===== src/chipset_pkg.sv =====
`default_nettype none

package chipset_pkg;

    // Bus widths
    localparam int ADDR_W   = 20;
    localparam int DATA_W   = 8;
    localparam int STATUS_W = 3;

    // 8088 status codes
    localparam logic [STATUS_W-1:0] STATUS_INTA       = 3'd0;
    localparam logic [STATUS_W-1:0] STATUS_IO_READ    = 3'd1;
    localparam logic [STATUS_W-1:0] STATUS_IO_WRITE   = 3'd2;
    localparam logic [STATUS_W-1:0] STATUS_HALT       = 3'd3;
    localparam logic [STATUS_W-1:0] STATUS_CODE_FETCH = 3'd4;
    localparam logic [STATUS_W-1:0] STATUS_MEM_READ   = 3'd5;
    localparam logic [STATUS_W-1:0] STATUS_MEM_WRITE  = 3'd6;
    localparam logic [STATUS_W-1:0] STATUS_PASSIVE    = 3'd7;

    // On-chip RAM window
    localparam int RAM_WORDS  = 1024;
    localparam int RAM_ADDR_W = 10;
    localparam logic [ADDR_W-1:0] RAM_BASE = 20'h00000;

    // Wait states
    localparam int WAIT_W = 2;
    localparam logic [WAIT_W-1:0] IO_WAIT_STATES = 2'd1;

    // Refresh bus hold length in clocks
    localparam int REFRESH_CYCLES = 4;
    localparam int REFRESH_CNT_W  = $clog2(REFRESH_CYCLES);

endpackage

`default_nettype wire


===== src/refresh_dma.sv =====
`timescale 1ns/10ps
`default_nettype none

module refresh_dma
    import chipset_pkg::*;
(
    input  wire logic clock,
    input  wire logic reset,
    input  wire logic refresh_timer,
    input  wire logic no_command_state,
    output logic      dma0_acknowledge_n,
    output logic      address_enable_n
);

    logic                     timer_sample;
    logic                     timer_rise;
    logic                     dma0_request;
    logic                     refresh_active;
    logic                     grant;
    logic [REFRESH_CNT_W-1:0] refresh_count;

    assign timer_rise = refresh_timer & ~timer_sample;

    // Only an idle bus can be taken
    assign grant = dma0_request & no_command_state & ~refresh_active;

    always_ff @(posedge clock or posedge reset)
    begin
        if (reset)
        begin
            // Starts high so a timer already high is not an edge
            timer_sample <= 1'b1;
        end
        else
        begin
            timer_sample <= refresh_timer;
        end
    end

    always_ff @(posedge clock or posedge reset)
    begin
        if (reset)
        begin
            dma0_request <= 1'b0;
        end
        else if (timer_rise)
        begin
            dma0_request <= 1'b1;
        end
        else if (grant)
        begin
            dma0_request <= 1'b0;
        end
    end

    always_ff @(posedge clock or posedge reset)
    begin
        if (reset)
        begin
            refresh_active <= 1'b0;
            refresh_count  <= '0;
        end
        else if (grant)
        begin
            refresh_active <= 1'b1;
            refresh_count  <= REFRESH_CNT_W'(REFRESH_CYCLES - 1);
        end
        else if (refresh_active)
        begin
            if (refresh_count == '0)
            begin
                refresh_active <= 1'b0;
            end
            else
            begin
                refresh_count <= refresh_count - 1'b1;
            end
        end
    end

    // Acknowledge and bus hold move together
    assign dma0_acknowledge_n = ~refresh_active;
    assign address_enable_n   = ~refresh_active;

endmodule

`default_nettype wire


===== config.mk =====
export PLATFORM = sky130hd
export DESIGN_NAME = refresh_dma
export DESIGN_NICKNAME = d
export VERILOG_FILES = /design/src/chipset_pkg.sv /design/src/refresh_dma.sv
export SDC_FILE = /design/constraint.sdc
export NUM_CORES = 1
export LEC_CHECK = 0
export BUFFER_PORTS_ARGS = -buffer_cell sky130_fd_sc_hd__buf_2
export CORE_AREA = 2 2 39 41
export CTS_BUF_LIST = sky130_fd_sc_hd__clkbuf_4
export DETAILED_ROUTE_END_ITERATION = 8
export DIE_AREA = 0 0 41 43
export PLACE_DENSITY = 0.44
export SLEW_MARGIN = 20
export SYNTH_ARGS = -nofsm -noshare
export SYNTH_HDL_FRONTEND = slang
export SYNTH_SLANG_ARGS = --single-unit

===== constraint.sdc =====
create_clock -name clock -period 1.9 [get_ports clock]
set_input_delay 0 -clock clock [delete_from_list [all_inputs] [get_ports clock]]
set_output_delay 0 -clock clock [all_outputs]
set_load 0.005 [all_outputs]

==> impl_summary.txt <==
----------------------------------------------------
[Placed design]
  PortBufs ... 5
  Final RePlAce weighted congestion ... 0.6159
  Cell count after placement ... 40
  Hpwl dp ... 313.9 µm

[Critical path]
  Cell family with the largest share of critical-path delay ... flip-flops
  Critical path cell sequence ... inv_1 -> ha_1 -> nor2b_4 -> a31o_4 -> o21a_1
  Arrival time of the worst setup path ... 1300 ps
  Setup crit start kind ... flip-flop
  Depth of the worst register-to-register path ... 5
  Maximum fanout along the worst path ... 3
  Data required time of the critical path ... 2030 ps
  Worst Path Class, Setup ... reg2reg
  Startpoint of the most critical register-to-register path ... refresh_count[0]
  Highest-delay cell along the critical path ... dfrtp_1
  Combined buffer and inverter count along the critical path ... 1
  Setup slack of the worst register-to-register path ... 730 ps
  Reg-to-Reg End ... refresh_count[0]
  Slowest Stage Delay on Critical Path ... 380 ps
  Crit. End Element ... flip-flop

[Worst hold path]
  Startpoint of the tightest hold check path ... no_command_state
  Hold Crit Endpoint ... refresh_active
  WHS Path Cells ... 2
  Hold Crit Class ... in2reg

[Global route]
  Global-route wire length before repair ... 717 µm
  Vias in the first global route ... 191
  Total routing resource utilization after global routing ... 6.862%
  Remaining Overflow, GRT ... 0
  Antenna violations before repair ... 0
  Maximum number of pins on one net before global-route repair ... 6

[Routing]
  Drt wl/cell ... 7.870 µm
  Number of DRC violations after detailed-routing iteration 0 ... 0
  Via count ... 159
  DRC violations left ... 0
  Aggregate routed wire length ... 362 µm
  Post-route ant nets ... 0
  Detailed-route vias per instance ... 3.457
  Length of the first detailed-routing pass in iterations ... 1

[STA]
  Worst clock skew ... 0.2224 ps
  Count of endpoints failing hold in the final timing report ... 0
  Slew Limit Fails ... 0
  Setup TNS ... 0 ps
  Transition at the pin with the smallest max-transition slack ... 181.6 ps
  Final critical-path share of the clock period ... 61.65%
  Tmin final ... 1171 ps
  Setup violations, final ... 0
  RSZ-0062 raised after global routing ... no
  Worst slew margin relative to its limit ... 87.88%
  Fmax ... 853.8 MHz

[Synth]
  Mapped Nets ... 25
  Summed instance area of the synthesized netlist ... 230.2 µm²
  Number of synthesis warnings ... 0
  Top cell type's share of synthesized area ... 43.48%
  Share of the yosys chip area belonging to registers ... 54.89%
  Mean cell area of the mapped netlist ... 11.51 µm²
  Synth unique cells ... 11
  Synthesis-stage register bit count ... 5
  Top post-synthesis cells by area ... dfrtp_1, dfstp_2, inv_1, a31o_4, nor2b_4
  Synth area leader ... dfrtp_1
  Cell count after synthesis ... 20

[Die]
  Core ar. ... 1384 µm²
  Ports ... 6
  Die height ... 43 µm
  FP Rows ... 14
  Die footprint ... 1763 µm²
  Die Wd ... 41 µm
  Initial core utilization ... 16.64%

[Run]
  Max cap viols ... 0

[CTS]
  CTS clock-pin slew for the worst setup and hold paths ... 40 ps
  H-Tree Depth ... 1
  Number of buffers on the longest clock path ... 2
  Post-CTS Setup Inserts ... 0
  Clock Latency Late Sink ... 240 ps
  Clock sink count ... 5
  Number of clock buffers inserted by TritonCTS ... 3
  Root Buffer ... clkbuf_4
  TritonCTS clock tree ... done
  Cts repair resizes ... 0

[Run status]
  Run status ... finished clean

[Finish]
  Growth of design area from synthesis to finish ... 38.04%
  Leading cell type in the layout, fill and taps excluded ... inv_1
  Final net count ... 36
  Sequential cell area ... 126.4 µm²
  Proportion of layout cells with a drive suffix above 1 ... 40.00%
  Fillcell total ... 158
  Most frequent cells in the layout ... inv_1, buf_2, clkbuf_4, dfrtp_1
  Final non-filler cell total ... 46
  Antenna cell count ... 0
  Area of the multi-input gates ... 73.82 µm²

[Pwr]
  Leak Pwr ... 0.1696 nW
  PwrDens ... 1552 nW/µm²
  Worst ir drop on vdd ... 425.5 µV

----------------------------------------------------
state kept, by name, summed over array words and instances, names as in the netlist:
| register | flops |
|---|---|
| refresh_count | 2 |
| timer_sample | 1 |
| refresh_active | 1 |
| dma0_request | 1 |
per-layer routing:
layer / routed length (µm) / global-route usage, % / up-vias
li1: - / - / 82
met1: 122 / 6.863 / 73
met2: 227 / 9.063 / 4
met3: 12 / 1.571 / 0
met4: 0 / 10.00 / 0
met5: 0 / 0 / -
logic make-up after synthesis:
family          share of synthesized area [%]
compound gates                          19.03
fa+ha+maj                               5.434
buf+inv                                 13.04
flops                                   54.90
simple gates                            7.606
worst max path at each step:
stage / startpoint / endpoint / slack [ps] / cells after the start
5_1_grt: refresh_count[0] / refresh_count[0] / 670 / 5
2_1_floorplan: refresh_count[0] / refresh_count[0] / 780 / 5
3_3_place_gp: refresh_count[0] / refresh_count[0] / 760 / 5
6_report: refresh_count[0] / refresh_count[0] / 730 / 5
3_5_place_dp: refresh_count[0] / refresh_count[0] / 720 / 5
4_1_cts: refresh_count[0] / refresh_count[0] / 710 / 5
where the power goes:
group / switching [mW] / internal, mW / leakage [nW]
sequential: 0.0243 / 0.150 / 0.0550
combinational: 0.0804 / 0.106 / 0.0962
clock: 0.0399 / 0.0934 / 0.0184
total: 0.145 / 0.349 / 0.170
cell usage after synthesis:
cell and instances:
nand2_1 1, inv_1 6, dfstp_2 1, a2bb2oi_1 1, nor2b_4 1, a31o_4 1
dfrtp_1 4, buf_4 1, o21a_1 1, o21ai_0 2, ha_1 1
worst reg2reg max path: cells and delay by family (launching register included):
kind	cells	cell delay, ps
AOI/OAI and AO/OA	2	370
adders and majority gates	1	190
buffers and inverters	1	60
DFF	1	380
and+or+nand+nor	1	60
layout make-up:
type | instances | share of cell area [%]
Sequential cell | 5 | 39.76
Inverter | 6 | 7.087
Clock buffer | 4 | 9.449
Timing Repair Buffer | 7 | 14.17
Tap cell | 16 | 6.299
Multi-Input combinational cell | 8 | 23.23
what timing repair did:
item,4_1_cts,5_1_grt
endpoints found under the setup margin,0,0
hold endpoints to repair,6,0
hold buffers,2,0
metrics by stage:
step | worst slack, ps | utilization, % | total power, mW | hold slack, ps | instance area, µm²
after floorplan | 781.1 | - | 0.3270 | -222.2 | 230.2
after global placement | 762.4 | 19.35 | 0.3519 | -103.4 | 267.8
after detailed placement | 718.1 | 19.35 | 0.3688 | -95.96 | 267.8
after CTS | 712.4 | 22.97 | 0.5114 | 55.93 | 317.8
after global routing | 666.9 | 22.97 | 0.5484 | 63.18 | 317.8
final | 728.7 | 22.97 | 0.4933 | 61.51 | 317.8
Power figures use the tool's default switching activity.
