<file path="src/chipset_pkg.sv">
`default_nettype none

package chipset_pkg;

    // Bus widths
    localparam int ADDR_W   = 20;
    localparam int DATA_W   = 8;
    localparam int STATUS_W = 3;

    // 8088 status codes
    localparam logic [STATUS_W-1:0] STATUS_INTA       = 3'd0;
    localparam logic [STATUS_W-1:0] STATUS_IO_READ    = 3'd1;
    localparam logic [STATUS_W-1:0] STATUS_IO_WRITE   = 3'd2;
    localparam logic [STATUS_W-1:0] STATUS_HALT       = 3'd3;
    localparam logic [STATUS_W-1:0] STATUS_CODE_FETCH = 3'd4;
    localparam logic [STATUS_W-1:0] STATUS_MEM_READ   = 3'd5;
    localparam logic [STATUS_W-1:0] STATUS_MEM_WRITE  = 3'd6;
    localparam logic [STATUS_W-1:0] STATUS_PASSIVE    = 3'd7;

    // On-chip RAM window
    localparam int RAM_WORDS  = 1024;
    localparam int RAM_ADDR_W = 10;
    localparam logic [ADDR_W-1:0] RAM_BASE = 20'h00000;

    // Wait states
    localparam int WAIT_W = 2;
    localparam logic [WAIT_W-1:0] IO_WAIT_STATES = 2'd1;

    // Refresh bus hold length in clocks
    localparam int REFRESH_CYCLES = 4;
    localparam int REFRESH_CNT_W  = $clog2(REFRESH_CYCLES);

endpackage

`default_nettype wire

</file>
<file path="src/ready_generator.sv">
`timescale 1ns/10ps
`default_nettype none

module ready_generator
    import chipset_pkg::*;
(
    input  wire logic clock,
    input  wire logic reset,
    input  wire logic io_read_n,
    input  wire logic io_write_n,
    input  wire logic memory_read_n,
    input  wire logic memory_write_n,
    input  wire logic io_channel_ready,
    input  wire logic memory_access_ready,
    output logic      processor_ready
);

    logic              command_active;
    logic              command_active_d;
    logic              io_command;
    logic [WAIT_W-1:0] wait_count;

    assign command_active = ~(io_read_n & io_write_n & memory_read_n & memory_write_n);
    assign io_command     = ~io_read_n | ~io_write_n;

    always_ff @(posedge clock or posedge reset)
    begin
        if (reset)
        begin
            command_active_d <= 1'b0;
            wait_count       <= '0;
            processor_ready  <= 1'b0;
        end
        else
        begin
            command_active_d <= command_active;

            if (~command_active)
            begin
                processor_ready <= 1'b0;
            end
            else if (~command_active_d)
            begin
                // Command just started
                wait_count      <= io_command ? IO_WAIT_STATES : '0;
                processor_ready <= 1'b0;
            end
            else if (wait_count != '0)
            begin
                wait_count <= wait_count - 1'b1;
            end
            else
            begin
                // Held until the command ends
                if (io_channel_ready & memory_access_ready)
                begin
                    processor_ready <= 1'b1;
                end
            end
        end
    end

endmodule

`default_nettype wire

</file>
<file path="config.mk">
export PLATFORM = sky130hd
export DESIGN_NAME = ready_generator
export DESIGN_NICKNAME = d
export VERILOG_FILES = /design/src/chipset_pkg.sv /design/src/ready_generator.sv
export SDC_FILE = /design/constraint.sdc
export NUM_CORES = 1
export LEC_CHECK = 0
export ABC_CLOCK_PERIOD_IN_PS = 1500
export BUFFER_PORTS_ARGS = -buffer_cell sky130_fd_sc_hd__buf_4
export CAP_MARGIN = 20
export CORE_AREA = 3 3 40 42
export DETAILED_ROUTE_END_ITERATION = 10
export DIE_AREA = 0 0 43 45
export GPL_ROUTABILITY_DRIVEN = 0
export PLACE_DENSITY = 0.42
export SLEW_MARGIN = 10
export SYNTH_ARGS = -nofsm -noshare
export SYNTH_HDL_FRONTEND = slang
export SYNTH_SLANG_ARGS = --single-unit
</file>
<file path="constraint.sdc">
create_clock -name clock -period 1.5 [get_ports clock]
set_input_delay 0.075 -clock clock [delete_from_list [all_inputs] [get_ports clock]]
set_output_delay 0.075 -clock clock [all_outputs]
set_load 0.01 [all_outputs]
</file>
==> reports/results.ini, run 1 <==
[route]
vias = 190
drt_wl_total_um = 434
ant_nets = 0
routed_via_density = 4.04
drtIter0Drc = 0
routedWlPerCell_um = 9.23
firstDrtPassIters = 1
drc = 0

[clock_tree]
cts_resized = 0
h-tree-depth = 1
cts_hold_buf = 1
cts_buffers = 3
insertion_delay_ns = 0.23
cts_tree = built
numClockSinks = 4
path_clk_slew_ns = 0.03
clock_tree.buffer_depth = 2
post-cts-setup-buffer-count = 0
cts-root-buf = clkbuf_4

[timing]
clock.fmax_mhz = 852
worstMarginPinSlew_ns = 0.162
period_minus_slack_ns = 1.17
drv_slew = 0
skew_ns = 0.00144
period_share_pct = 78.3
setup_ws_ns = 0.326
setup_viol = 0
setup_tns_ns = 0
slew_headroom_pct = 89.2
hold_viol_final = 0
rsz0062_at_grt = no

[die]
dieWidth_um = 43
initial_core_util_pct = 15.5
io_pins = 9
die_area_um2 = 1940
coreArea_um2 = 1280
row_count = 13
dieHeight_um = 45

[synthesis]
synth_area_leader_cell = dfrtp_1
synth_top_area_share_pct = 50.3
synth-async-reset-ratio_pct = 100
synth_edf_count = 0
synth.avg_cell_area_um2 = 9.95
syn_inst = 20
yosys-top-cells-area = dfrtp_1, a22o_1, ha_1
synth_fp_nets = 29
synthTopCellsByCount = dfrtp_1, inv_1, nand2_1, a22o_1, nor2_1
seq_area_frac_synth_pct = 50.3
synthFlopType = dfrtp_1
synth_most_common_cell = dfrtp_1
ys_types = 11
yosys_register_bits = 4
syn_area_um2 = 199
synth-warning-count = 0

[min_path]
hold_path.class = in -> reg

[layout]
nets = 43
area_growth_pct = 56.0
final_layout_size_suffix_gt1_share_pct = 40.6
diodes = 0

[setup_path]
critPathMaxStageDelay_ns = 0.38
critPathArrivalTime_ns = 1.29
critical_path_required_ns = 1.61
path_delay_family = flip-flops
cp-start-kind = register
worstPathCellList = inv_1 > ha_1 > nand2b_1 > o21ai_1 > a22o_1
crit_buf_inv = 1
crit_type = reg -> reg
slowest_stage = dfrtp_1
worst_setup_path_end_kind = register
cp_max_fo = 3

[grt]
antenna_found_initial = 0
grt_max_degree = 6
grt_pass1_wl_um = 745
grt_overflow_total = 0
grtUsageTotal_pct = 5.76
first_global_vias = 196

[place]
place_worst_setup_slack_ns = 0.320
portBuffers = 8
hpwl_um = 374

[power]
vdd_ir_drop_max_v = 0.000470
p_leak_nw = 0.167
power_density_nw_per_um2 = 1660

[run]
maxCapViolations = 0

[status]
status = completed

[registers in the layout (all words and copies together), names as in the netlist]
name	count
command_active_d	1
processor_ready	1
wait_count	2
[worst register-to-register path, delay by kind of cell (launching register included)]
family | cells | cell delay (ns)
AOI/OAI and AO/OA | 2 | 0.29
adders and majority gates | 1 | 0.18
buffers and inverters | 1 | 0.06
DFF | 1 | 0.38
and+or+nand+nor | 1 | 0.14
[routing by layer]
metal	GRT usage, %	vias to the layer above	part of all wire [%]
li1	-	92	-
met1	5.60	83	42
met2	8.08	12	39
met3	1.59	3	12
met4	9.04	0	6.9
met5	0	-	0
[cells in the final DEF (no fill, tap or decap), drive strengths merged]
| master | instances |
|---|---|
| nand2 | 3 |
| nand4 | 1 |
| dlygate4sd3 | 1 |
| a22o | 2 |
| inv | 3 |
| nor2 | 2 |
| dfrtp | 4 |
| a31oi | 1 |
| ha | 1 |
| o21ai | 1 |
| buf | 8 |
| clkbuf | 3 |
| nand2b | 1 |
| a21o | 1 |
[power breakdown]
part / switching [mW] / internal [mW] / leakage (nW)
sequential: 0.0244 / 0.152 / 0.0455
combinational: 0.0940 / 0.115 / 0.107
clock: 0.0392 / 0.0891 / 0.0138
total: 0.158 / 0.356 / 0.167
[cell families after synthesis]
kind of cell               count (synthesis)  synth area share, %
buffers and inverters                      3                 5.66
and+or+nand+nor                            7                 18.9
AOI/OAI and AO/OA                          5                 18.9
DFF                                        4                 50.3
adders and majority gates                  1                 6.29
[cell type report]
type / count / area [um^2]
multi-input cells: 13 / 87.6
fillers: 142 / 975
repair buffers: 9 / 70.1
inverters: 3 / 11.3
flip-flops and latches: 4 / 100
clock buffers: 3 / 22.5
well taps: 15 / 18.8
[worst paths after layout]
check | startpoint | to | slack (ns) | cells past startpoint
min in group asynchronous | reset | wait_count[1]$_DFFE_PP0P_ | 0.28 | 3
min reg2reg | wait_count[1]$_DFFE_PP0P_ | wait_count[1]$_DFFE_PP0P_ | 0.51 | 1
max reg2reg | wait_count[0]$_DFFE_PP0P_ | wait_count[0]$_DFFE_PP0P_ | 0.33 | 5
max | wait_count[0]$_DFFE_PP0P_ | wait_count[0]$_DFFE_PP0P_ | 0.33 | 5
max in group asynchronous | reset | command_active_d$_DFF_PP0_ | 1.07 | 3
min | memory_read_n | command_active_d$_DFF_PP0_ | 0.11 | 2
[through the flow]
stage / util [%] / area, um^2 / power [mW] / std cells / hold WS (ns)
floorplan: - / 199 / 0.318 / 20 / -0.159
global placement: 21.6 / 278 / 0.380 / 43 / -0.0303
detailed placement: 21.6 / 278 / 0.388 / 43 / -0.0264
CTS: 24.1 / 310 / 0.528 / 47 / 0.112
global route: 24.1 / 310 / 0.558 / 47 / 0.116
finish: 24.1 / 310 / 0.514 / 47 / 0.114
Power figures use the tool's default switching activity.
==> inputs of run 2 (changes only) <==
Settings changed: ABC_AREA set to 1, ABC_CLOCK_PERIOD_IN_PS 1500 to 1000, PLACE_DENSITY 0.42 to 0.46.
Clock period 1.5 ns to 1 ns, I/O delays scaled along.
==> run 2 against run 1 <==
Non-clock buffer count is 2 higher. Worst hold slack better by 0.021 ns. Design area is 20% higher. Utilization is 4.8 points higher. Flip-flop and latch count stayed put. Register-to-register slack worse by 0.25 ns. Synthesized cell count is 60% higher. Sequential power is 50% higher.
==> reports/results.ini, run 2 <==
[power]
switching_power_mw = 0.314
clkPwrFrac_pct = 20.5
p_seq_share_pct = 28.2
comb_power_share_pct = 51.3
sw_frac_of_total_pct = 33.6
fin_total_pwr_mw = 0.936
p_leak_nw = 0.229
vdd_ir_drop_max_v = 0.000911
intPower_mw = 0.622
power_density_nw_per_um2 = 2520

[grt]
grt_pass1_wl_um = 745
grt_overflow_total = 0
first_global_vias = 207
grt_max_degree = 6
antenna_found_initial = 0
grtUsageTotal_pct = 5.27

[place]
portBuffers = 8
hpwl_um = 321

[route]
drt_wl_total_um = 422
drc = 0
firstDrtPassIters = 1
routed_via_density = 3.44
ant_nets = 0
drtIter0Drc = 0
vias = 210
routedWlPerCell_um = 6.92

[synthesis]
ys_types = 9
yosys-top-cells-area = dfrtp_1, nand2_1, inv_1
synth_area_leader_cell = dfrtp_1
synth_fp_nets = 41
syn_inst = 32
synth_top_area_share_pct = 44.0
yosys_register_bits = 4
synth_most_common_cell = nand2_1
synth-async-reset-ratio_pct = 100
seq_area_frac_synth_pct = 44.0
synth-warning-count = 0
synth.avg_cell_area_um2 = 7.12
synth_edf_count = 0
synthFlopType = dfrtp_1
synthTopCellsByCount = nand2_1, inv_1, dfrtp_1, nand3_1, nor2_1
syn_area_um2 = 228

[timing]
slew_headroom_pct = 88.4
rsz0062_at_grt = no
period_share_pct = 92.4
setup_viol = 0
hold_viol_final = 0
setup_tns_ns = 0
drv_slew = 0
clock.fmax_mhz = 1080
period_minus_slack_ns = 0.924
worstMarginPinSlew_ns = 0.174
skew_ns = 0.00305

[min_path]
hold_path.class = in -> reg
whs_endpoint = command_active_d$_DFF_PP0_
min_path_cells = 4
min_from = memory_read_n

[setup_path]
r2r_cells = 5
cp-start-kind = register
critical_path_required_ns = 1.17
cp_max_fo = 2
crit_type = reg -> reg
critPathArrivalTime_ns = 1.09
timing.rr.start = wait_count[1]$_DFFE_PP0P_
worst_setup_path_end_kind = register
timing.rr.end = wait_count[1]$_DFFE_PP0P_
reg2reg_slack_ns = 0.08

[layout]
layout_commonest_cell = nand2_1
reg_top3 = wait_count: 2 flops, command_active_d: 1 flops, processor_ready: 1 flops
top_register = wait_count
final_layout_size_suffix_gt1_share_pct = 45.7
diodes = 0
largest_register_ffs = 2
final_cell_mix = nand2_1, buf_4, inv_1
nets = 57
area_growth_pct = 63.2

[clock_tree]
numClockSinks = 4
clock_tree.buffer_depth = 2
cts-root-buf = clkbuf_4
insertion_delay_ns = 0.23
h-tree-depth = 1
path_clk_slew_ns = 0.04
cts_buffers = 3
cts_tree = built

[die]
initial_core_util_pct = 17.7
io_pins = 9
die_area_um2 = 1940
row_count = 13
dieHeight_um = 45
dieWidth_um = 43
coreArea_um2 = 1280

[run]
maxCapViolations = 0

[status]
status = completed

==> run 2: cell count changes in the layout (fill, tap and decap cells not counted), moves of 2 or more <==
cell / previous run / this run
nand2_1: 3 / 11
inv_2: 0 / 3
nand3_1: 0 / 3
a22o_1: 2 / 0
buf_4: 8 / 10
inv_1: 3 / 5
nand2_2: 0 / 2
==> run 2: worst max-delay path, stage by stage (launching register included) <==
cell and delay, ns:
dfrtp_1 0.38, inv_2 0.07, ha_4 0.19, nor2_2 0.09, nand3_1 0.06, nand2_1 0.06
==> run 2: area by class of cell <==
cell class,count,area [um^2]
Tap cell,15,18.8
Timing Repair Buffer,11,85.1
Fill cell,146,913
Multi-Input combinational cell,20,115
Inverter,8,30.0
Sequential cell,4,100
Clock buffer,3,22.5
==> run 2: cells by family (layout without fill, tap and decap cells) <==
kind of cell | Yosys count | in the layout | synth area share [%]
simple gates | 19 | 19 | 37.4
fa+ha+maj | 1 | 1 | 5.49
buf+inv | 8 | 22 | 13.2
flops | 4 | 4 | 44.0
==> run 2: worst max path at each step <==
stage                               from                         to  slack, ns  depth (start not counted)
6_report       wait_count[1]$_DFFE_PP0P_  wait_count[1]$_DFFE_PP0P_       0.08                          5
5_1_grt        wait_count[0]$_DFFE_PP0P_  wait_count[1]$_DFFE_PP0P_      0.003                          5
4_1_cts        wait_count[0]$_DFFE_PP0P_  wait_count[0]$_DFFE_PP0P_       0.01                          6
3_5_place_dp   wait_count[0]$_DFFE_PP0P_  wait_count[1]$_DFFE_PP0P_       0.02                          6
3_3_place_gp   wait_count[0]$_DFFE_PP0P_  wait_count[1]$_DFFE_PP0P_       0.02                          6
2_1_floorplan  wait_count[0]$_DFFE_PP0P_  wait_count[1]$_DFFE_PP0P_       0.09                          6
==> run 2: stage by stage <==
stage               utilization, %  std cells  area [um^2]  hold slack, ns  worst slack [ns]
floorplan                        -         32          228          -0.184            0.0856
global placement              23.9         55          307         -0.0502            0.0191
detailed placement            23.9         55          307         -0.0574            0.0189
CTS                           26.4         59          339           0.132            0.0132
global route                  28.9         61          372           0.170           0.00252
finish                        28.9         61          372           0.135            0.0763
==> run 2: timing repair <==
item | CTS | global route
hold buffers | 1 | 0
buffers inserted | 0 | 2
resized for setup | 0 | 5
endpoints found under the setup margin | 0 | 3
endpoints found under the hold margin | 4 | 0
==> run 2: power by group through the flow <==
| stage | registers (mW) | logic (mW) | clock network, mW |
|---|---|---|---|
| after global placement | 0.257 | 0.334 | 0 |
| after floorplan | 0.265 | 0.236 | 0 |
| final | 0.264 | 0.480 | 0.192 |
| after detailed placement | 0.257 | 0.339 | 0 |
| after CTS | 0.255 | 0.344 | 0.207 |
| after global routing | 0.270 | 0.563 | 0.208 |
==> run 2: routing by layer <==
layer | up-vias | part of all wire [%] | global-route usage (%)
met2 | 2 | 56 | 8.68
met5 | - | 0 | 0
met1 | 87 | 42 | 5.38
met4 | 0 | 0 | 5.42
li1 | 121 | - | -
met3 | 0 | 2.1 | 1.20
