[config.mk]
export PLATFORM = sky130hd
export DESIGN_NAME = bus_controller
export DESIGN_NICKNAME = d
export VERILOG_FILES = /design/src/chipset_pkg.sv /design/src/bus_controller.sv
export SDC_FILE = /design/constraint.sdc
export NUM_CORES = 1
export LEC_CHECK = 0
export BUFFER_PORTS_ARGS = -buffer_cell sky130_fd_sc_hd__buf_4
export CAP_MARGIN = 20
export CORE_ASPECT_RATIO = 1.25
export CORE_MARGIN = 2
export CORE_UTILIZATION = 46
export DETAILED_ROUTE_END_ITERATION = 10
export PLACE_DENSITY = 0.78
export SETUP_SLACK_MARGIN = 0.5
export SYNTH_ARGS = -nofsm -noshare
export SYNTH_HDL_FRONTEND = slang
export SYNTH_SLANG_ARGS = --single-unit
[constraint.sdc]
create_clock -name clock -period 1.7 [get_ports clock]
set_clock_uncertainty 0.15 [all_clocks]
set_input_delay 0.085 -clock clock [delete_from_list [all_inputs] [get_ports clock]]
set_output_delay 0.085 -clock clock [all_outputs]
set_load 0.03 [all_outputs]
[src/chipset_pkg.sv]
`default_nettype none

package chipset_pkg;

    // Bus widths
    localparam int ADDR_W   = 20;
    localparam int DATA_W   = 8;
    localparam int STATUS_W = 3;

    // 8088 status codes
    localparam logic [STATUS_W-1:0] STATUS_INTA       = 3'd0;
    localparam logic [STATUS_W-1:0] STATUS_IO_READ    = 3'd1;
    localparam logic [STATUS_W-1:0] STATUS_IO_WRITE   = 3'd2;
    localparam logic [STATUS_W-1:0] STATUS_HALT       = 3'd3;
    localparam logic [STATUS_W-1:0] STATUS_CODE_FETCH = 3'd4;
    localparam logic [STATUS_W-1:0] STATUS_MEM_READ   = 3'd5;
    localparam logic [STATUS_W-1:0] STATUS_MEM_WRITE  = 3'd6;
    localparam logic [STATUS_W-1:0] STATUS_PASSIVE    = 3'd7;

    // On-chip RAM window
    localparam int RAM_WORDS  = 1024;
    localparam int RAM_ADDR_W = 10;
    localparam logic [ADDR_W-1:0] RAM_BASE = 20'h00000;

    // Wait states
    localparam int WAIT_W = 2;
    localparam logic [WAIT_W-1:0] IO_WAIT_STATES = 2'd1;

    // Refresh bus hold length in clocks
    localparam int REFRESH_CYCLES = 4;
    localparam int REFRESH_CNT_W  = $clog2(REFRESH_CYCLES);

endpackage

`default_nettype wire

[src/bus_controller.sv]
`timescale 1ns/10ps
`default_nettype none

module bus_controller
    import chipset_pkg::*;
(
    input  wire logic                clock,
    input  wire logic                reset,
    input  wire logic [STATUS_W-1:0] processor_status,
    input  wire logic [ADDR_W-1:0]   cpu_address,
    input  wire logic [DATA_W-1:0]   cpu_data_bus,
    input  wire logic                address_enable_n,
    output logic      [ADDR_W-1:0]   address,
    output logic      [DATA_W-1:0]   data_bus,
    output logic                     address_latch_enable,
    output logic                     io_read_n,
    output logic                     io_write_n,
    output logic                     memory_read_n,
    output logic                     memory_write_n,
    output logic                     no_command_state
);

    // One-hot command kind: io read, io write, mem read, mem write
    logic [3:0] decoded_command;
    logic [3:0] pending_command;
    logic       cycle_latch;
    logic       cycle_command;
    logic       cycle_idle;

    always_comb
    begin
        case (processor_status)
            STATUS_IO_READ:    decoded_command = 4'b0001;
            STATUS_IO_WRITE:   decoded_command = 4'b0010;
            STATUS_CODE_FETCH: decoded_command = 4'b0100;
            STATUS_MEM_READ:   decoded_command = 4'b0100;
            STATUS_MEM_WRITE:  decoded_command = 4'b1000;
            // No command for these
            STATUS_INTA:       decoded_command = 4'b0000;
            STATUS_HALT:       decoded_command = 4'b0000;
            STATUS_PASSIVE:    decoded_command = 4'b0000;
            default:           decoded_command = 4'b0000;
        endcase
    end

    assign cycle_idle = ~cycle_latch & ~cycle_command;

    assign no_command_state = io_read_n & io_write_n & memory_read_n & memory_write_n;

    always_ff @(posedge clock or posedge reset)
    begin
        if (reset)
        begin
            address              <= '0;
            data_bus             <= '0;
            address_latch_enable <= 1'b0;
            pending_command      <= 4'b0000;
            cycle_latch          <= 1'b0;
            cycle_command        <= 1'b0;
            io_read_n            <= 1'b1;
            io_write_n           <= 1'b1;
            memory_read_n        <= 1'b1;
            memory_write_n       <= 1'b1;
        end
        else
        begin
            address_latch_enable <= 1'b0;

            if (cycle_idle)
            begin
                // New cycle, deferred while refresh owns the bus
                if ((processor_status != STATUS_PASSIVE) && address_enable_n)
                begin
                    address_latch_enable <= 1'b1;
                    address              <= cpu_address;
                    data_bus             <= cpu_data_bus;
                    pending_command      <= decoded_command;
                    cycle_latch          <= 1'b1;
                end
            end
            else if (cycle_latch)
            begin
                // A refresh granted on the accept edge still holds off the command
                if (address_enable_n)
                begin
                    cycle_latch    <= 1'b0;
                    cycle_command  <= 1'b1;
                    io_read_n      <= ~pending_command[0];
                    io_write_n     <= ~pending_command[1];
                    memory_read_n  <= ~pending_command[2];
                    memory_write_n <= ~pending_command[3];
                end
            end
            else
            begin
                if (processor_status == STATUS_PASSIVE)
                begin
                    cycle_command  <= 1'b0;
                    io_read_n      <= 1'b1;
                    io_write_n     <= 1'b1;
                    memory_read_n  <= 1'b1;
                    memory_write_n <= 1'b1;
                end
            end
        end
    end

endmodule

`default_nettype wire

==> impl_results.md, run 1 <==
* Result of the run: finished clean
* Total DRC errors in the routed layout at 0
* Maximum number of pins on one net before global-route repair at 31
* Period utilisation layout at 0.9083
* Overall die height at 69.12 µm
* Number of levels in the clock H-tree at 2
* Leakage power summed over all cells at 1.336 nW
* Mapped Area at 0.001560 mm²
* Critical Path Sink Type: flip-flop
* Hold-critical path endpoint: memory_write_n
* Final Hold Fails at 0
* Final estimated routing congestion in global placement at 0.7929
* Clock latency reported for the late side of the worst-skew pair at 0.28 ns
* Number of antenna diodes at 0
* Share of async-settable or async-resettable flops after synthesis at 1.000
* Commonest cells after routing, fill and taps aside: sky130_fd_sc_hd__buf_4, sky130_fd_sc_hd__dfrtp_1, sky130_fd_sc_hd__dlygate4sd3_1
* Ratio of cells with drive above 1 in the final layout at 0.5411
* Number of violations of the max-capacitance limit at 0
* Req. time, crit path at 1.72 ns
* Total area of multi-input combinational cells at 599.3 µm²
* Post-synthesis instance total at 115
* Total nets after synthesis at 149
* Clock tree from TritonCTS: done
* Syn-to-layout area delta at 78.19%
* Fraction of the core area covered by cells at the end of the flow at 0.8626
* Via count at 1373
* Storage element area at 982.2 µm²
* Clock buffers created by TritonCTS at 5
* Min cycle time layout at 1.544 ns
* Hold Path Stages at 3
* Number of search-and-repair iterations in the first detailed-routing pass at 4
* Drt total wl at 4.605 mm
* Number of distinct library cell variants in the gate-level netlist after synthesis at 20
* Number of flops mapped to enable cells by yosys at 0
* P per Cell Area at 1829 mW/mm²
* Reg-to-reg slack, setup at 0.16 ns
* Startpoint of the lowest-slack hold path: address_enable_n
* Post-detailed-route via-to-cell ratio at 5.123
* Number of fillers in the final layout at 166
* Classification of the worst-slack hold path: input port to flip-flop
* Die extent in x at 56.09 µm
* Max transition margin at 0.7752
* Drt initial violations at 26
* NumNets Final at 265
* Number of instances in the placed design at 214
* Setup repair after global routing missed its margin: true
* Clock-pin slew on the worst setup and hold paths at 0.07 ns
* Worst R2R Path Depth at 4
* Register bit count reported by yosys at 39
* GRT Util Overall at 0.2335
* Predominant post-synthesis flop cell: sky130_fd_sc_hd__dfrtp_1
* Initial antenna violation count at 0
* Mean instance size in the synthesized netlist at 13.57 µm²
* Clock Tree Root: sky130_fd_sc_hd__clkbuf_8
* Remaining global-route overflow at 0
* Highest attainable clock frequency at 0.6476 GHz
* Launch point of the critical path: cycle_latch
* Number of cell rows at 23
* Detailed-route wire length per cell at 17.18 µm
* Arrival time reported for the critical path endpoint at 1.56 ns
* Pin slew with the least headroom to its limit at 0.3365 ns
* Total Die Area at 0.003877 mm²
* I/O pin count at 68
* Final antenna-violating net count at 0
* Total of buffers placed on input and output ports at 67
* Buffer depth of the longest clock path at 2
* Worst Path Class, Setup: flip-flop to flip-flop
* Total negative setup slack at 0 ns
* Maximum fanout count along the critical path at 8
* Commonest non-fill, non-tap cell in the layout: sky130_fd_sc_hd__buf_4
* Launch point of the worst reg-to-reg path: cycle_latch
* Final HPWL DP at 2.481 mm
* Part of the Yosys area used for sequential elements at 0.6287
* RR Endpoint: address[9]
* Setup violators final at 0
* Initial core utilization at 0.4841
* Wire length of the first global-routing pass at 6.989 mm
* Number of sinks handled by clock tree synthesis at 39
* Via count of the first global-routing pass at 1462
* Floorplan Core Area at 0.003223 mm²
* Peak supply drop at 0.001526 V
* Final worst hold slack at 0.006186 ns
* Kind of start point of the critical path: flip-flop
* Yosys warns at 0
* Number of max-slew violations in the final report at 0
* Final non-filler cell total at 268
-- what timing repair did --
action / CTS / global route
gates resized for setup: 10 / 19
setup endpoints to repair: 39 / 69
pin swaps: 0 / 2
hold buffers: 34 / 0
setup buffers: 9 / 2
gates cloned: 0 / 2
hold endpoints to repair: 47 / 0
-- final cells by class --
class,count,share of cell area
Sequential cell,39,0.3533
Clock inverter,1,0.001800
Inverter,3,0.005401
Multi-Input combinational cell,66,0.2156
Timing Repair Buffer,116,0.3776
Clock buffer,6,0.02970
Tap cell,37,0.01665
-- critical path, cell delays in order, from the launching register on --
cell	delay, ns
sky130_fd_sc_hd__dfrtp_2	0.44
sky130_fd_sc_hd__nor3b_4	0.25
sky130_fd_sc_hd__nand2_4	0.11
sky130_fd_sc_hd__buf_12	0.16
sky130_fd_sc_hd__mux2_1	0.32
-- layer usage --
| layer | track usage | share of wire |
|---|---|---|
| met5 | 0 | 0 |
| met4 | 0.07143 | 0.026 |
| met3 | 0.06191 | 0.050 |
| met2 | 0.4248 | 0.57 |
| met1 | 0.2618 | 0.35 |
-- stage by stage --
| stage | power, mW | instance area, µm² | setup slack [ns] |
|---|---|---|---|
| 6_report | 5.084 | 2780 | 0.1558 |
| 3_5_place_dp | 3.959 | 2112 | 0.07490 |
| 2_1_floorplan | 3.085 | 1563 | 0.2057 |
| 4_1_cts | 4.820 | 2643 | 0.1412 |
| 5_1_grt | 5.328 | 2780 | 0.1026 |
| 3_3_place_gp | 3.876 | 2112 | 0.1629 |
-- synthesized netlist by cell type, types with 2 or more instances --
library cell | n | area (µm²)
sky130_fd_sc_hd__buf_2 | 5 | 25.02
sky130_fd_sc_hd__nand3_1 | 3 | 15.01
sky130_fd_sc_hd__a22o_1 | 3 | 26.28
sky130_fd_sc_hd__mux2_2 | 14 | 157.7
sky130_fd_sc_hd__nor2_1 | 5 | 18.77
sky130_fd_sc_hd__mux2_1 | 14 | 157.7
sky130_fd_sc_hd__o21ai_0 | 7 | 35.03
sky130_fd_sc_hd__inv_1 | 3 | 11.26
sky130_fd_sc_hd__nand2_1 | 9 | 33.78
sky130_fd_sc_hd__dfstp_2 | 4 | 105.1
sky130_fd_sc_hd__a21oi_1 | 4 | 20.02
sky130_fd_sc_hd__dfrtp_1 | 35 | 875.8
sky130_fd_sc_hd__o31ai_1 | 2 | 15.01
-- sequential cells by signal, indices dropped and copies added (netlist names) --
signal	count
io_read_n	1
cycle_command	1
memory_write_n	1
pending_command	4
address_latch_enable	1
io_write_n	1
memory_read_n	1
cycle_latch	1
address	20
data_bus	8
-- worst max path at each step --
stage	end	slack, ns
floorplan	pending_command[0]	0.21
global placement	address[10]	0.16
detailed placement	address[10]	0.07
CTS	address[10]	0.14
global route	address[9]	0.10
finish	address[9]	0.16
-- report_power, final --
part / switching [mW] / internal, mW
logic: 1.44 / 1.32
registers: 0.306 / 1.40
clock network: 0.308 / 0.318
-- logic make-up after synthesis --
logic type      share of synthesized area
simple gates                      0.06255
buf+inv                           0.03287
mux                                0.2021
compound gates                    0.07378
flops                              0.6287
(Power assumes the default switching activity.)
==> run 2, diff against run 1 <==
Settings changed: RECOVER_POWER from default to 25.
Clock period 1.7 ns to 1.55 ns, I/O delays scaled along.
==> impl_results.md, run 2 (same netlist as run 1, synthesis figures left out) <==
* Buffer depth of the longest clock path at 2
* Top reg by flops: address
* Req. time, crit path at 1.58 ns
* Kind of start point of the critical path: flip-flop
* Clock buffers created by TritonCTS at 5
* Result of the run: finished, violations left
* Biggest regs: address x20, data_bus x8, pending_command x4
* NumNets Final at 275
* Period utilisation layout at 1.023
* P per Cell Area at 2167 mW/mm²
* Final antenna-violating net count at 0
* Setup repair after global routing missed its margin: true
* Number of violations of the max-capacitance limit at 0
* Peak supply drop at 0.001829 V
* Crit path max-delay family: flip-flops
* Number of antenna diodes at 0
* DP Area at 0.002111 mm²
* Remaining global-route overflow at 0
* Final Hold Fails at 0
* Finished Cell Area at 0.002958 mm²
* Ratio of cells with drive above 1 in the final layout at 0.5413
* Cell with the largest stage delay on the worst path: sky130_fd_sc_hd__dfrtp_1
* Classification of the worst-slack hold path: input port to flip-flop
* Number of cell rows at 23
* Clock-pin slew on the worst setup and hold paths at 0.08 ns
* Arrival time reported for the critical path endpoint at 1.61 ns
* Maximum number of pins on one net before global-route repair at 40
* Post-Place Worst Slack at 0.002475 ns
* Pin slew with the least headroom to its limit at 0.8702 ns
* Violations in the final reports: negative setup slack
* Critical Path Sink Type: flip-flop
* Number of fillers in the final layout at 108
* Via count of the first global-routing pass at 1629
* Number of sinks handled by clock tree synthesis at 39
* Overall die height at 69.12 µm
* Number of levels in the clock H-tree at 2
* Setup WS post-layout at -0.03582 ns
* Detailed-route wire length per cell at 19.71 µm
* Critical path's largest stage delay at 0.42 ns
* Syn-to-layout area delta at 89.58%
* Highest attainable clock frequency at 0.6306 GHz
* Clock tree from TritonCTS: done
* Min cycle time layout at 1.586 ns
* Buffer and inverter count on the worst path at 1
* Via count at 1460
* Clock Tree Root: sky130_fd_sc_hd__clkbuf_8
* Commonest cells after routing, fill and taps aside: sky130_fd_sc_hd__buf_4, sky130_fd_sc_hd__buf_6, sky130_fd_sc_hd__dfrtp_1, sky130_fd_sc_hd__dlygate4sd3_1, sky130_fd_sc_hd__mux2_2
* Wire length of the first global-routing pass at 8.038 mm
* Final HPWL DP at 2.529 mm
* Initial core utilization at 0.4841
* Initial antenna violation count at 0
* Number of search-and-repair iterations in the first detailed-routing pass at 4
* Number of max-slew violations in the final report at 0
* Die extent in x at 56.09 µm
* Drt total wl at 5.499 mm
* Drt initial violations at 44
* Leakage power summed over all cells at 1.406 nW
* Setup violators final at 7
* Max transition margin at 0.4199
* Worst Path Class, Setup: flip-flop to flip-flop
* I/O pin count at 68
* Floorplan Core Area at 0.003223 mm²
* Total Die Area at 0.003877 mm²
* Commonest non-fill, non-tap cell in the layout: sky130_fd_sc_hd__buf_4
* Max reg flops at 20
* Maximum fanout count along the critical path at 30
* Total of buffers placed on input and output ports at 67
* GRT Util Overall at 0.2778
* Clock latency reported for the late side of the worst-skew pair at 0.30 ns
* Total DRC errors in the routed layout at 0
* Fraction of the core area covered by cells at the end of the flow at 0.9177
* Final estimated routing congestion in global placement at 0.7613
* Post-detailed-route via-to-cell ratio at 5.233
* Cell-by-cell listing of the critical path: nor3b_2 > nand2_1 > buf_12 > mux2_1
[run 2: area by class of cell]
class                      count  area [µm²]  area share
inverter                       3       12.51    0.004230
clock inverter                 3       67.56     0.02284
tap                           37       46.29     0.01565
clock buffer                   5       68.82     0.02327
timing repair buffer         126        1202      0.4065
sequential                    39       980.9      0.3316
multi-input combinational     66       579.3      0.1959
[run 2: worst paths after layout]
| path | start | endpoint | slack [ns] | cells past startpoint |
|---|---|---|---|---|
| max in group asynchronous | reset | address[19] | 0.22 | 4 |
| hold reg to reg | address[0] | address[0] | 0.38 | 1 |
| setup reg to reg | cycle_command | address[3] | -0.04 | 4 |
| hold / removal | processor_status[0] | pending_command[1] | 0.03 | 3 |
| min in group asynchronous | reset | address[12] | 0.49 | 4 |
| setup / recovery | cycle_command | address[3] | -0.04 | 4 |
[run 2: metal layers]
metal	vias up	track usage	part of all wire	routed length, µm
li1	658	-	-	-
met1	722	0.2852	0.36	1975
met2	63	0.5020	0.56	3062
met3	17	0.08443	0.049	270
met4	0	0.1323	0.035	191
met5	-	0	0	0
[run 2: worst reg2reg max path: stages (launching register included)]
cell	delay, ns
sky130_fd_sc_hd__dfrtp_1	0.42
sky130_fd_sc_hd__nor3b_2	0.22
sky130_fd_sc_hd__nand2_1	0.12
sky130_fd_sc_hd__buf_12	0.19
sky130_fd_sc_hd__mux2_1	0.36
[run 2: through the flow]
step | cells | setup TNS (ns) | power, mW | hold slack, ns
3_5_place_dp | 215 | 0 | 4.370 | 0.09222
6_report | 279 | -0.07230 | 6.411 | 0.02967
2_1_floorplan | 115 | 0 | 3.389 | -0.1015
4_1_cts | 272 | 0 | 6.063 | 0.009406
5_1_grt | 279 | -0.4915 | 6.658 | 0.02507
3_3_place_gp | 215 | 0 | 4.259 | 0.08274
[run 2: timing repair]
action	in CTS	in global routing
cloned	0	0
gates resized for setup	48	10
pin swaps	5	3
setup buffers	14	7
endpoints found under the setup margin	72	106
hold buffers	35	0
hold endpoints to repair	72	0
[run 2: power breakdown]
part	internal [mW]	leakage, nW	total [mW]	switching [mW]
registers	1.53	0.459	1.96	0.424
logic	1.76	0.882	3.42	1.66
clock network	0.642	0.0644	1.03	0.390
==> run 3, diff against run 2 <==
Settings changed: CORE_UTILIZATION 46 to 42, PLACE_DENSITY 0.78 to 0.75.
Clock period 1.55 ns to 1.3 ns, I/O delays scaled along.
==> impl_results.md, run 3 (same netlist as run 1, synthesis figures left out) <==
* Setup WS post-layout at -0.2133 ns
* Min cycle time layout at 1.513 ns
* Commonest cells after routing, fill and taps aside: sky130_fd_sc_hd__buf_6, sky130_fd_sc_hd__buf_4, sky130_fd_sc_hd__dfrtp_1
* Max reg flops at 20
* Setup violators final at 35
* Final Hold Fails at 52
* Biggest regs: address x20, data_bus x8, pending_command x4
* Initial core utilization at 0.4441
* Clock-pin slew on the worst setup and hold paths at 0.07 ns
* DR WL met2 at 2.536 mm
* Req. time, crit path at 1.32 ns
* Clock Tree Root: sky130_fd_sc_hd__clkbuf_8
* Max transition margin at 0.2573
* Number of fillers in the final layout at 222
* DP Area at 0.002151 mm²
* Initial antenna violation count at 0
* Top reg by flops: address
* Die extent in x at 58.52 µm
* Clock latency reported for the late side of the worst-skew pair at 0.29 ns
* Kind of start point of the critical path: flip-flop
* NumNets Final at 243
* Highest attainable clock frequency at 0.6608 GHz
* Final worst hold slack at -0.1663 ns
* Classification of the worst-slack hold path: input port to flip-flop
* Violations in the final reports: negative hold slack, negative setup slack
* Post-detailed-route via-to-cell ratio at 5.108
* Result of the run: finished, violations left
* Remaining global-route overflow at 0
* Total of buffers placed on input and output ports at 67
* Overall Power at 7.276 mW
* Number of sinks handled by clock tree synthesis at 39
* Period utilisation layout at 1.164
* I/O pin count at 68
* Drt total wl at 4.288 mm
* Finished Cell Area at 0.002660 mm²
* Wire length of the first global-routing pass at 6.437 mm
* Cell internal power dissipation at 4.483 mW
* Floorplan Core Area at 0.003513 mm²
* Maximum number of pins on one net before global-route repair at 25
* Ratio of cells with drive above 1 in the final layout at 0.6524
* Worst Path Class, Setup: flip-flop to flip-flop
* Buffer depth of the longest clock path at 2
* Highest signal layer in the routed design: met4
* P per Cell Area at 2735 mW/mm²
* Total DRC errors in the routed layout at 0
* Number of search-and-repair iterations in the first detailed-routing pass at 4
* Number of antenna diodes at 0
* Clock tree from TritonCTS: done
* GRT Util Overall at 0.2059
* Number of max-slew violations in the final report at 0
* Syn-to-layout area delta at 70.49%
* Number of levels in the clock H-tree at 2
* Total Die Area at 0.004222 mm²
* Via count at 1272
* Peak supply drop at 0.002070 V
* Setup repair after global routing missed its margin: true
* Commonest non-fill, non-tap cell in the layout: sky130_fd_sc_hd__buf_6
* Maximum fanout count along the critical path at 9
* Reg power frac at 0.314
* Final estimated routing congestion in global placement at 0.7574
* Clock share of power at 0.141
* Final HPWL DP at 2.770 mm
* Switching part of the total power at 0.3839
* Net switching power figure at 2.793 mW
* Critical Path Sink Type: flip-flop
* Leakage power summed over all cells at 1.283 nW
* Arrival time reported for the critical path endpoint at 1.53 ns
* Overall die height at 72.15 µm
* Number of violations of the max-capacitance limit at 0
* Via count of the first global-routing pass at 1395
* Total length of routed met3 wires at 237 µm
* Drt initial violations at 49
* Clock buffers created by TritonCTS at 5
* Detailed-route wire length per cell at 17.22 µm
* Part of the power in combinational logic at 0.544
* Final antenna-violating net count at 0
* Number of cell rows at 24
* Pin slew with the least headroom to its limit at 1.108 ns
* WL met1 at 1.449 mm
## run 3: worst paths after layout
kind,from,cells after the start,to,slack [ns]
setup / recovery,cycle_latch,4,address[9],-0.21
hold / removal,cpu_address[14],2,address[14],-0.17
setup reg to reg,cycle_latch,4,address[9],-0.21
hold reg to reg,address[4],1,address[4],0.37
max in group asynchronous,reset,3,address[6],0.59
min in group asynchronous,reset,2,address[19],-0.16
## run 3: critical path, cell delays in order, from the launching register on
cell and delay (ns):
sky130_fd_sc_hd__dfrtp_1 0.41, sky130_fd_sc_hd__nor3b_2 0.24, sky130_fd_sc_hd__nand2_2 0.12, sky130_fd_sc_hd__buf_6 0.16, sky130_fd_sc_hd__mux2_1 0.31
## run 3: final cells by class
type                    count  area (µm²)  share of cell area
clock buffers               6       82.58             0.03104
clock inverters             2       35.03             0.01317
inverters                   3       12.51            0.004704
multi-input cells          66       601.8              0.2262
flip-flops and latches     39       980.9              0.3688
well taps                  39       48.80             0.01834
repair buffers             94       898.4              0.3377
## run 3: layer usage
layer | GRT usage | vias up
met5 | 0 | -
met3 | 0.04635 | 7
met4 | 0.08010 | 0
li1 | - | 585
met2 | 0.3770 | 47
met1 | 0.2260 | 633
## run 3: stage by stage
stage | instances | TNS [ns] | utilization | hold slack, ns | setup WS, ns
floorplan | 115 | -5.436 | - | -0.1140 | -0.1943
global placement | 222 | -4.724 | 0.6122 | -0.01450 | -0.1778
detailed placement | 222 | -6.598 | 0.6122 | -0.004557 | -0.2450
CTS | 247 | -5.471 | 0.7407 | -0.3215 | -0.1973
global route | 249 | -8.378 | 0.7571 | -0.1712 | -0.2830
finish | 249 | -6.256 | 0.7571 | -0.1663 | -0.2133
## run 3: timing repair
action                                  in CTS  in global routing
setup buffers                               17                  2
resized for setup                           54                 12
endpoints found under the setup margin      73                 73
pin swaps                                    7                  5
endpoints found under the hold margin       53                 52
## run 3: power by group through the flow
stage	Sequential, mW	Clock, mW	Combinational [mW]
after floorplan	3.14	0	0.902
after global placement	2.18	0	2.92
after detailed placement	2.21	0	3.02
after CTS	2.26	1.05	3.82
after global routing	2.35	1.11	4.14
final	2.29	1.03	3.96
